**config.mk**
```make
export PLATFORM = sky130hd
export DESIGN_NAME = rv_core_top
export DESIGN_NICKNAME = d
export VERILOG_FILES = /design/src/rtl/rv_pkg.sv /design/src/rtl/ctrl_if.sv /design/src/rtl/rv_core_top.sv /design/src/rtl/result_writeback.sv /design/src/rtl/alu_execute.sv /design/src/rtl/instr_decode.sv /design/src/rtl/main_fsm.sv
export SDC_FILE = /design/constraint.sdc
export NUM_CORES = 2
export LEC_CHECK = 0
export BUFFER_PORTS_ARGS = -buffer_cell sky130_fd_sc_hd__buf_2
export CORE_MARGIN = 4
export CORE_UTILIZATION = 41
export CTS_BUF_LIST = sky130_fd_sc_hd__clkbuf_2 sky130_fd_sc_hd__clkbuf_4 sky130_fd_sc_hd__clkbuf_8
export DETAILED_ROUTE_END_ITERATION = 10
export SYNTH_ARGS = -nofsm -noshare
export SYNTH_HDL_FRONTEND = slang
export SYNTH_SLANG_ARGS = --single-unit
```
**constraint.sdc**
```tcl
create_clock -name clk -period 8.6 [get_ports clk]
set_clock_uncertainty 0.2 [all_clocks]
set_input_delay 0.86 -clock clk [delete_from_list [all_inputs] [get_ports clk]]
set_output_delay 0.86 -clock clk [all_outputs]
set_load 0.05 [all_outputs]
```
**src/rtl/rv_pkg.sv**
```systemverilog
package rv_pkg;

    localparam int xlen = 32;

    typedef logic [xlen-1:0] word_t;
    typedef logic [4:0]      reg_idx_t;

    localparam word_t reset_vector = 32'h0000_0000;

    typedef enum logic [6:0] {
        op_load   = 7'b000_0011,
        op_store  = 7'b010_0011,
        op_rtype  = 7'b011_0011,
        op_itype  = 7'b001_0011,
        op_jal    = 7'b110_1111,
        op_branch = 7'b110_0011,
        op_lui    = 7'b011_0111,
        op_auipc  = 7'b001_0111
    } opcode_e;

    typedef enum logic [2:0] {alu_add, alu_arith_logic, alu_branch, alu_lui, alu_auipc} alu_op_e;
    typedef enum logic [1:0] {src_a_pc, src_a_old_pc, src_a_rd1_buf} src_a_e;
    typedef enum logic [1:0] {src_b_rd2_buf, src_b_imm_ext, src_b_const_4} src_b_e;
    typedef enum logic [1:0] {res_alu_result, res_alu_out, res_data} result_src_e;
    typedef enum logic {adr_pc, adr_result} adr_src_e;

    // instruction formats, msb first
    typedef struct packed {
        logic [6:0] funct7;
        reg_idx_t   rs2;
        reg_idx_t   rs1;
        logic [2:0] funct3;
        reg_idx_t   rd;
        logic [6:0] opcode;
    } r_fmt_t;

    typedef struct packed {
        logic [11:0] imm;
        reg_idx_t    rs1;
        logic [2:0]  funct3;
        reg_idx_t    rd;
        logic [6:0]  opcode;
    } i_fmt_t;

    typedef struct packed {
        logic [6:0] imm_hi;
        reg_idx_t   rs2;
        reg_idx_t   rs1;
        logic [2:0] funct3;
        logic [4:0] imm_lo;
        logic [6:0] opcode;
    } s_fmt_t;

    typedef struct packed {
        logic       imm12;
        logic [5:0] imm10_5;
        reg_idx_t   rs2;
        reg_idx_t   rs1;
        logic [2:0] funct3;
        logic [3:0] imm4_1;
        logic       imm11;
        logic [6:0] opcode;
    } b_fmt_t;

    typedef struct packed {
        logic [19:0] imm;
        reg_idx_t    rd;
        logic [6:0]  opcode;
    } u_fmt_t;

    typedef struct packed {
        logic       imm20;
        logic [9:0] imm10_1;
        logic       imm11;
        logic [7:0] imm19_12;
        reg_idx_t   rd;
        logic [6:0] opcode;
    } j_fmt_t;

    typedef union packed {
        r_fmt_t r;
        i_fmt_t i;
        s_fmt_t s;
        b_fmt_t b;
        u_fmt_t u;
        j_fmt_t j;
    } instr_u;

endpackage
```
**src/rtl/ctrl_if.sv**
```systemverilog
`timescale 1ns/1ns

interface ctrl_if import rv_pkg::*; ();
    adr_src_e    adr_src;
    logic        ir_write;
    src_a_e      alu_src_a;
    src_b_e      alu_src_b;
    alu_op_e     alu_op;
    result_src_e result_src;
    logic        pc_update;
    logic        branch;   // pc loads only if taken
    logic        reg_write;
    logic        mem_write;

    modport fsm (
        output adr_src, ir_write, alu_src_a, alu_src_b, alu_op,
        output result_src, pc_update, branch, reg_write, mem_write
    );

    modport exec (input alu_src_a, alu_src_b, alu_op, reg_write);

    modport result (input adr_src, result_src, pc_update, branch, ir_write);
endinterface

```
**src/rtl/rv_core_top.sv**
```systemverilog
`timescale 1ns/1ns

module rv_core_top import rv_pkg::*; (
    input  logic  clk,
    input  logic  arst_n,
    output logic  mem_valid,
    output logic  mem_write,
    output word_t mem_addr,
    output word_t mem_wdata,
    input  logic  mem_ready,
    input  word_t mem_rdata
);

    ctrl_if ctrl_i ();

    opcode_e    op;
    reg_idx_t   rs1, rs2, rd;
    logic [2:0] funct3;
    logic       funct7b5;
    word_t      imm_ext;
    word_t      alu_result, alu_out, rd2_buf;
    logic       taken;
    word_t      pc, old_pc, result;

    main_fsm u_fsm (
        .clk, .arst_n, .op, .mem_ready, .mem_valid, .ctrl(ctrl_i)
    );

    instr_decode u_decode (
        .clk, .arst_n, .ir_write(ctrl_i.ir_write), .mem_rdata,
        .op, .rs1, .rs2, .rd, .funct3, .funct7b5, .imm_ext
    );

    alu_execute u_execute (
        .clk, .arst_n, .ctrl(ctrl_i), .rs1, .rs2, .rd, .funct3, .funct7b5, .imm_ext,
        .pc, .old_pc, .result, .alu_result, .alu_out, .rd2_buf, .taken
    );

    result_writeback u_result (
        .clk, .arst_n, .ctrl(ctrl_i), .mem_valid, .mem_ready, .mem_rdata,
        .alu_result, .alu_out, .taken, .pc, .old_pc, .result, .mem_addr
    );

    assign mem_write = ctrl_i.mem_write;
    assign mem_wdata = rd2_buf;  // store data straight from the rs2 buffer

endmodule

```
**src/rtl/result_writeback.sv**
```systemverilog
`timescale 1ns/1ns

module result_writeback import rv_pkg::*; (
    input  logic  clk,
    input  logic  arst_n,
    ctrl_if.result ctrl,
    input  logic  mem_valid,
    input  logic  mem_ready,
    input  word_t mem_rdata,
    input  word_t alu_result,
    input  word_t alu_out,
    input  logic  taken,
    output word_t pc,
    output word_t old_pc,
    output word_t result,
    output word_t mem_addr
);

    word_t data_q;

    always_ff @(posedge clk or negedge arst_n) begin
        if (!arst_n) begin
            pc <= reset_vector;
        end else if (ctrl.pc_update || (ctrl.branch && taken)) begin
            pc <= result;  // next pc always comes through result
        end
    end

    always_ff @(posedge clk) begin
        if (ctrl.ir_write) begin
            old_pc <= pc;  // address of the instruction just fetched
        end
        if (mem_valid && mem_ready && ctrl.adr_src == adr_result) begin
            data_q <= mem_rdata;  // data phase done
        end
    end

    always_comb begin
        case (ctrl.result_src)
            res_alu_out: result = alu_out;
            res_data:    result = data_q;
            default:     result = alu_result;
        endcase
    end

    assign mem_addr = (ctrl.adr_src == adr_result) ? result : pc;

    addr_stable_a: assert property (@(posedge clk) disable iff (!arst_n)
        mem_valid && !mem_ready |=> $stable(mem_addr));

endmodule

```
**src/rtl/alu_execute.sv**
```systemverilog
`timescale 1ns/1ns

module alu_execute import rv_pkg::*; (
    input  logic       clk,
    input  logic       arst_n,
    ctrl_if.exec       ctrl,
    input  reg_idx_t   rs1,
    input  reg_idx_t   rs2,
    input  reg_idx_t   rd,
    input  logic [2:0] funct3,
    input  logic       funct7b5,
    input  word_t      imm_ext,
    input  word_t      pc,
    input  word_t      old_pc,
    input  word_t      result,
    output word_t      alu_result,
    output word_t      alu_out,
    output word_t      rd2_buf,
    output logic       taken
);

    word_t regs [32];
    word_t rd1_buf;
    word_t src_a, src_b;
    logic  is_sub;

    always_ff @(posedge clk or negedge arst_n) begin
        if (!arst_n) begin
            for (int i = 0; i < 32; i++) begin
                regs[i] <= '0;
            end
        end else if (ctrl.reg_write && rd != '0) begin  // x0 never written
            regs[rd] <= result;
        end
    end

    always_ff @(posedge clk) begin
        rd1_buf <= regs[rs1];
        rd2_buf <= regs[rs2];
        alu_out <= alu_result;
    end

    always_comb begin
        case (ctrl.alu_src_a)
            src_a_old_pc:  src_a = old_pc;
            src_a_rd1_buf: src_a = rd1_buf;
            default:       src_a = pc;
        endcase
        case (ctrl.alu_src_b)
            src_b_imm_ext: src_b = imm_ext;
            src_b_const_4: src_b = 32'd4;
            default:       src_b = rd2_buf;
        endcase
    end

    // only a register operand makes bit 30 mean sub, addi keeps it as imm
    assign is_sub = funct7b5 && (ctrl.alu_src_b == src_b_rd2_buf);

    always_comb begin
        case (ctrl.alu_op)
            alu_arith_logic: begin
                case (funct3)
                    3'b000:  alu_result = is_sub ? src_a - src_b : src_a + src_b;
                    3'b001:  alu_result = src_a << src_b[4:0];
                    3'b010:  alu_result = word_t'($signed(src_a) < $signed(src_b));
                    3'b011:  alu_result = word_t'(src_a < src_b);
                    3'b100:  alu_result = src_a ^ src_b;
                    3'b101:  alu_result = funct7b5 ? word_t'($signed(src_a) >>> src_b[4:0])
                                                   : src_a >> src_b[4:0];
                    3'b110:  alu_result = src_a | src_b;
                    default: alu_result = src_a & src_b;
                endcase
            end
            alu_branch: alu_result = src_a - src_b;
            alu_lui:    alu_result = src_b;  // imm already shifted up
            default:    alu_result = src_a + src_b;  // add, auipc
        endcase
    end

    always_comb begin
        case (funct3)
            3'b000:  taken = (src_a == src_b);
            3'b001:  taken = (src_a != src_b);
            3'b100:  taken = ($signed(src_a) < $signed(src_b));
            3'b101:  taken = ($signed(src_a) >= $signed(src_b));
            3'b110:  taken = (src_a < src_b);
            3'b111:  taken = (src_a >= src_b);
            default: taken = 1'b0;
        endcase
        taken = taken && (ctrl.alu_op == alu_branch);
    end

    x0_zero_a: assert property (@(posedge clk) disable iff (!arst_n)
        ctrl.reg_write && rd == '0 |=> regs[0] == '0);

endmodule

```
**src/rtl/instr_decode.sv**
```systemverilog
`timescale 1ns/1ns

module instr_decode import rv_pkg::*; (
    input  logic       clk,
    input  logic       arst_n,
    input  logic       ir_write,
    input  word_t      mem_rdata,
    output opcode_e    op,
    output reg_idx_t   rs1,
    output reg_idx_t   rs2,
    output reg_idx_t   rd,
    output logic [2:0] funct3,
    output logic       funct7b5,
    output word_t      imm_ext
);

    instr_u ir;

    always_ff @(posedge clk or negedge arst_n) begin
        if (!arst_n) begin
            ir <= '0;
        end else if (ir_write) begin
            ir <= mem_rdata;
        end
    end

    assign op       = opcode_e'(ir.r.opcode);
    assign rs1      = ir.r.rs1;
    assign rs2      = ir.r.rs2;
    assign rd       = ir.r.rd;
    assign funct3   = ir.r.funct3;
    assign funct7b5 = ir.r.funct7[5];  // sub / sra select

    always_comb begin
        case (op)
            op_itype, op_load: imm_ext = {{20{ir.i.imm[11]}}, ir.i.imm};
            op_store:          imm_ext = {{20{ir.s.imm_hi[6]}}, ir.s.imm_hi, ir.s.imm_lo};
            op_branch: imm_ext = {{19{ir.b.imm12}}, ir.b.imm12, ir.b.imm11,
                                  ir.b.imm10_5, ir.b.imm4_1, 1'b0};
            op_lui, op_auipc:  imm_ext = {ir.u.imm, 12'h000};
            op_jal:    imm_ext = {{11{ir.j.imm20}}, ir.j.imm20, ir.j.imm19_12,
                                  ir.j.imm11, ir.j.imm10_1, 1'b0};
            default:           imm_ext = '0;  // rtype has no immediate
        endcase
    end

    // every fetch is followed by a decode cycle
    single_load_a: assert property (@(posedge clk) disable iff (!arst_n)
        ir_write |=> !ir_write);

endmodule

```
**src/rtl/main_fsm.sv**
```systemverilog
`timescale 1ns/1ns

module main_fsm import rv_pkg::*; (
    input  logic    clk,
    input  logic    arst_n,
    input  opcode_e op,
    input  logic    mem_ready,
    output logic    mem_valid,
    ctrl_if.fsm     ctrl
);

    typedef enum logic [3:0] {
        s_fetch, s_decode, s_mem_addr, s_mem_read, s_mem_wb, s_mem_write, s_exec_r,
        s_alu_wb, s_exec_i, s_jal, s_branch, s_lui, s_auipc
    } state_e;

    state_e state, next_state;

    always_ff @(posedge clk or negedge arst_n) begin
        if (!arst_n) begin
            state <= s_fetch;
        end else begin
            state <= next_state;
        end
    end

    always_comb begin
        next_state = s_fetch;
        case (state)
            s_fetch:     next_state = mem_ready ? s_decode : s_fetch;
            s_decode: begin
                case (op)
                    op_load, op_store: next_state = s_mem_addr;
                    op_rtype:          next_state = s_exec_r;
                    op_itype:          next_state = s_exec_i;
                    op_jal:            next_state = s_jal;
                    op_branch:         next_state = s_branch;
                    op_lui:            next_state = s_lui;
                    op_auipc:          next_state = s_auipc;
                    default:           next_state = s_fetch;  // unknown opcode
                endcase
            end
            s_mem_addr:  next_state = (op == op_load) ? s_mem_read : s_mem_write;
            s_mem_read:  next_state = mem_ready ? s_mem_wb : s_mem_read;
            s_mem_write: next_state = mem_ready ? s_fetch : s_mem_write;
            s_exec_r, s_exec_i, s_jal, s_lui, s_auipc: next_state = s_alu_wb;
            default:     next_state = s_fetch;  // mem_wb, alu_wb, branch
        endcase
    end

    always_comb begin
        mem_valid       = 1'b0;
        ctrl.adr_src    = adr_pc;
        ctrl.ir_write   = 1'b0;
        ctrl.alu_src_a  = src_a_pc;
        ctrl.alu_src_b  = src_b_rd2_buf;
        ctrl.alu_op     = alu_add;
        ctrl.result_src = res_alu_result;
        ctrl.pc_update  = 1'b0;
        ctrl.branch     = 1'b0;
        ctrl.reg_write  = 1'b0;
        ctrl.mem_write  = 1'b0;
        case (state)
            s_fetch: begin
                // pc + 4 straight into pc once the word arrives
                mem_valid       = 1'b1;
                ctrl.alu_src_b  = src_b_const_4;
                ctrl.ir_write   = mem_ready;
                ctrl.pc_update  = mem_ready;
            end
            s_decode: begin
                ctrl.alu_src_a  = src_a_old_pc;  // branch/jal target into alu_out
                ctrl.alu_src_b  = src_b_imm_ext;
            end
            s_mem_addr, s_mem_read, s_mem_write: begin
                // same sum every cycle so alu_out holds the address
                ctrl.alu_src_a  = src_a_rd1_buf;
                ctrl.alu_src_b  = src_b_imm_ext;
                if (state != s_mem_addr) begin
                    mem_valid       = 1'b1;
                    ctrl.adr_src    = adr_result;
                    ctrl.result_src = res_alu_out;
                    ctrl.mem_write  = (state == s_mem_write);
                end
            end
            s_mem_wb: begin
                ctrl.result_src = res_data;
                ctrl.reg_write  = 1'b1;
            end
            s_exec_r, s_exec_i: begin
                ctrl.alu_src_a  = src_a_rd1_buf;
                ctrl.alu_src_b  = (state == s_exec_r) ? src_b_rd2_buf : src_b_imm_ext;
                ctrl.alu_op     = alu_arith_logic;
            end
            s_alu_wb: begin
                ctrl.result_src = res_alu_out;
                ctrl.reg_write  = 1'b1;
            end
            s_jal: begin
                // target from decode goes to pc, link value lands in alu_out
                ctrl.alu_src_a  = src_a_old_pc;
                ctrl.alu_src_b  = src_b_const_4;
                ctrl.result_src = res_alu_out;
                ctrl.pc_update  = 1'b1;
            end
            s_branch: begin
                ctrl.alu_src_a  = src_a_rd1_buf;
                ctrl.alu_op     = alu_branch;
                ctrl.result_src = res_alu_out;
                ctrl.branch     = 1'b1;
            end
            s_lui: begin
                ctrl.alu_src_b  = src_b_imm_ext;
                ctrl.alu_op     = alu_lui;
            end
            s_auipc: begin
                ctrl.alu_src_a  = src_a_old_pc;
                ctrl.alu_src_b  = src_b_imm_ext;
                ctrl.alu_op     = alu_auipc;
            end
            default: ;
        endcase
    end

    state_legal_a: assert property (@(posedge clk) disable iff (!arst_n) state <= s_auipc);

    // a store is only ever presented as a valid memory request
    write_needs_valid_a: assert property (@(posedge clk) disable iff (!arst_n)
        ctrl.mem_write |-> mem_valid);

endmodule

```
==> run summary <==
CP required -> 7.54 ns
Post-detail-place hpwl -> 190000 um
Synthesized area -> 72700 um^2
Clock input transition at the sequential cells of the worst setup and hold paths -> 0.08 ns
Sinks on Clock Net -> 1252
Synth-to-layout area growth -> 11.4%
Number of warning messages in the yosys log -> 0
Number of clock buffers inserted by TritonCTS -> 194
Most frequent cells in the layout -> sky130_fd_sc_hd__dfrtp_1, sky130_fd_sc_hd__nand2_1, sky130_fd_sc_hd__o21ai_0
Initial cell density of the core -> 41.2%
Final routed DRC violation total -> 0
Clock Latency Late Sink -> 0.94 ns
Final Cycle Share -> 97.4%
Hold WC Path Type -> in -> reg
Final Core Density -> 45.9%
Max Fanout on Critical Path -> 33
Cell chosen for the clock root -> sky130_fd_sc_hd__clkbuf_8
Primary FF master, synth -> sky130_fd_sc_hd__dfrtp_1
Remaining antenna violation count -> 0
Clock period minus final worst setup slack -> 8.38 ns
Cell row count -> 154
Post-Syn Area per Cell -> 10.9 um^2
RSZ-0062 raised after global routing -> true
Clock buffer depth -> 3
XOR/XNOR Fraction of Synth Area -> 0.590%
Type of origin of the critical path -> register
Antenna violations before repair -> 7
Placer Congestion -> 1.04
Share of synthesized cell area in and, or, nand and nor gates -> 9.31%
Dpl cells -> 8665
Clock tree from TritonCTS -> yes
Adder-cell share of the synthesized area -> 1.71%
First-pass GRT wire length -> 419000 um
Crit path arrival time -> 7.32 ns
Vias in the first global route -> 58000
Maximum number of pins on one net before global-route repair -> 162
Count of maximum capacitance violations -> 0
Final hold viol count -> 0
Total of flip-flops plus latches after synthesis -> 1252
Fraction of final layout cells with drive strength greater than 1 -> 28.4%
# IOs -> 101
Synth Area in Compound Gates -> 14.6%
Number of instances in the synthesized netlist -> 6641
Endpoint class of the critical path -> primary output
Pins over their slew limit -> 0
X dimension of the die -> 429 um
DR pass1 iterations -> 8
Mux cell area share after synthesis -> 26.5%
Placement-stage cell area -> 76000 um^2
Worst slew margin relative to its limit -> 16.4%
Portion of the post-synthesis area used by sequential elements -> 42.9%
Combined global-route utilization of all metal layers -> 31.3%
Port buffer count -> 100
Least-Margin Pin Slew -> 1.25 ns
Depth of the CTS H-tree -> 4
Most common cell after layout, fill and taps aside -> sky130_fd_sc_hd__dfrtp_1
Syn Nets -> 6774
Maximum clock rate -> 119 MHz
Number of DRC markers after the initial detailed-route iteration -> 6506
Finished layout cell area -> 81000 um^2
Via density -> 6.40
Floorplan die area -> 184000 um^2
Number of distinct library cells after synthesis -> 107
Average wire length per cell after detail routing -> 32.2 um
Count of non-filler cells in the finished layout -> 9064
Placeable Area -> 176000 um^2
Ys async rst share -> 87.2%
Post-synth EDFFs -> 64
WHS -> 0.0833 ns
Dominant combinational cell family by area after synthesis -> multiplexers
Total congestion overflow -> 0
DIE HEIGHT -> 429 um
Startpoint-to-endpoint class of the critical path -> reg -> out
NumNets Final -> 6686
Via count -> 58000
Setup-violating endpoint count in the final report -> 0
Aggregate routed wire length -> 292000 um
Result of the run -> complete, no violations
==> cell usage after synthesis, drive strengths merged (12+ instances only) <==
master | n | area share [%]
a211oi | 52 | 0.57
a21o | 37 | 0.38
a21oi | 260 | 1.8
a221o | 41 | 0.56
a221oi | 27 | 0.33
a22oi | 35 | 0.38
a311oi | 13 | 0.17
a31oi | 36 | 0.31
and2 | 14 | 0.12
and3 | 18 | 0.15
buf | 132 | 0.92
clkbuf | 535 | 2.8
dfrtp | 1092 | 38
dfxtp | 96 | 2.6
edfxtp | 64 | 2.6
ha | 96 | 1.7
inv | 136 | 0.71
mux2 | 366 | 5.7
mux2i | 66 | 0.91
mux4 | 642 | 20
nand2 | 1018 | 5.3
nand2b | 20 | 0.17
nand3 | 61 | 0.42
nand3b | 12 | 0.12
nand4 | 13 | 0.11
nor2 | 223 | 1.2
nor2b | 21 | 0.18
nor3 | 113 | 0.78
nor4 | 18 | 0.17
o211ai | 31 | 0.32
o21a | 22 | 0.23
o21ai | 957 | 6.6
o21bai | 13 | 0.13
o221ai | 30 | 0.37
o22ai | 35 | 0.33
o2bb2ai | 12 | 0.14
o31ai | 20 | 0.21
or2 | 18 | 0.15
or3 | 25 | 0.22
xnor2 | 40 | 0.48
==> per-layer routing <==
metal	vias up	part of all wire, %	global-route usage [%]
li1	24600	-	-
met1	29800	38	39.1
met2	2838	47	50.0
met4	0	7.7	20.1
met5	-	0	0
met3	850	7.4	5.80
==> path summary, 6_finish.rpt <==
kind / end / slack, ns / startpoint / cells after the start
min in group asynchronous: u_execute.regs[850] / 0.38 / arst_n / 2
worst max-delay path: mem_addr[3] / 0.22 / u_fsm.state[0] / 23
worst max register to register: u_result.pc[0] / 1.18 / u_fsm.state[3] / 28
worst min-delay path: u_result.data_q[14] / 0.08 / mem_rdata[14] / 1
max in group asynchronous: u_execute.regs[602] / 5.82 / arst_n / 4
worst min register to register: u_execute.regs[1014] / 0.19 / u_execute.regs[1014] / 0
==> cells by family after synthesis <==
family | Yosys count
compound gates | 1761
simple gates | 1598
flops | 1252
mux | 1074
buf+inv | 809
fa+ha+maj | 98
xor+xnor | 49
==> registers in the layout, indices dropped and copies added (netlist names) <==
| signal | flops |
|---|---|
| u_result.pc | 32 |
| u_fsm.state | 4 |
| u_result.old_pc | 32 |
| u_execute.alu_out | 32 |
| u_decode.ir | 32 |
| u_execute.regs | 1024 |
| u_execute.rd1_buf | 32 |
| u_result.data_q | 32 |
| u_execute.rd2_buf | 32 |
==> layout make-up <==
| class | instances | area [um^2] |
|---|---|---|
| Multi-Input combinational cell | 4580 | 39000 |
| Clock inverter | 36 | 275 |
| Antenna cell | 4 | 10.0 |
| Fill cell | 16200 | 95300 |
| Inverter | 142 | 536 |
| Clock buffer | 327 | 4010 |
| Timing Repair Buffer | 383 | 2990 |
| Sequential cell | 1252 | 31200 |
| Tap cell | 2340 | 2930 |
==> per-stage QoR <==
| step | setup WS (ns) | setup TNS, ns |
|---|---|---|
| 3_3_place_gp | 0.327 | 0 |
| 3_5_place_dp | 0.345 | 0 |
| 4_1_cts | 0.00789 | 0 |
| 5_1_grt | -0.0479 | -0.0904 |
| 2_1_floorplan | 0.213 | 0 |
| 6_report | 0.224 | 0 |
==> critical path, cell delays in order, from the launching register on <==
cell,delay (ns)
sky130_fd_sc_hd__dfrtp_2,0.48
sky130_fd_sc_hd__inv_2,0.05
sky130_fd_sc_hd__buf_4,0.20
sky130_fd_sc_hd__nand2_1,0.10
sky130_fd_sc_hd__a21oi_1,0.08
sky130_fd_sc_hd__or2_2,0.32
sky130_fd_sc_hd__inv_1,0.07
sky130_fd_sc_hd__ha_2,0.20
sky130_fd_sc_hd__buf_4,0.25
sky130_fd_sc_hd__a22oi_1,0.10
sky130_fd_sc_hd__o21ai_1,0.63
sky130_fd_sc_hd__inv_1,0.23
sky130_fd_sc_hd__nor3_1,0.51
sky130_fd_sc_hd__nor3_1,0.11
sky130_fd_sc_hd__a21o_1,0.28
sky130_fd_sc_hd__o21ai_0,0.48
sky130_fd_sc_hd__nand2_1,0.10
sky130_fd_sc_hd__o31ai_1,0.15
sky130_fd_sc_hd__a221oi_1,0.17
sky130_fd_sc_hd__a21oi_1,0.53
sky130_fd_sc_hd__o21ai_2,0.12
sky130_fd_sc_hd__buf_4,0.25
sky130_fd_sc_hd__o21ai_0,0.47
sky130_fd_sc_hd__buf_2,0.46
==> repair_timing <==
item,CTS,global route
cloned,0,0
setup endpoints to repair,24,21
hold buffers,29,0
resized for setup,28,62
buffers inserted,1,2
pin swaps,1,7
hold endpoints to repair,133,0
Power is not shown: default switching activity piles up to over one toggle a cycle in this logic, so the estimate is an artifact.
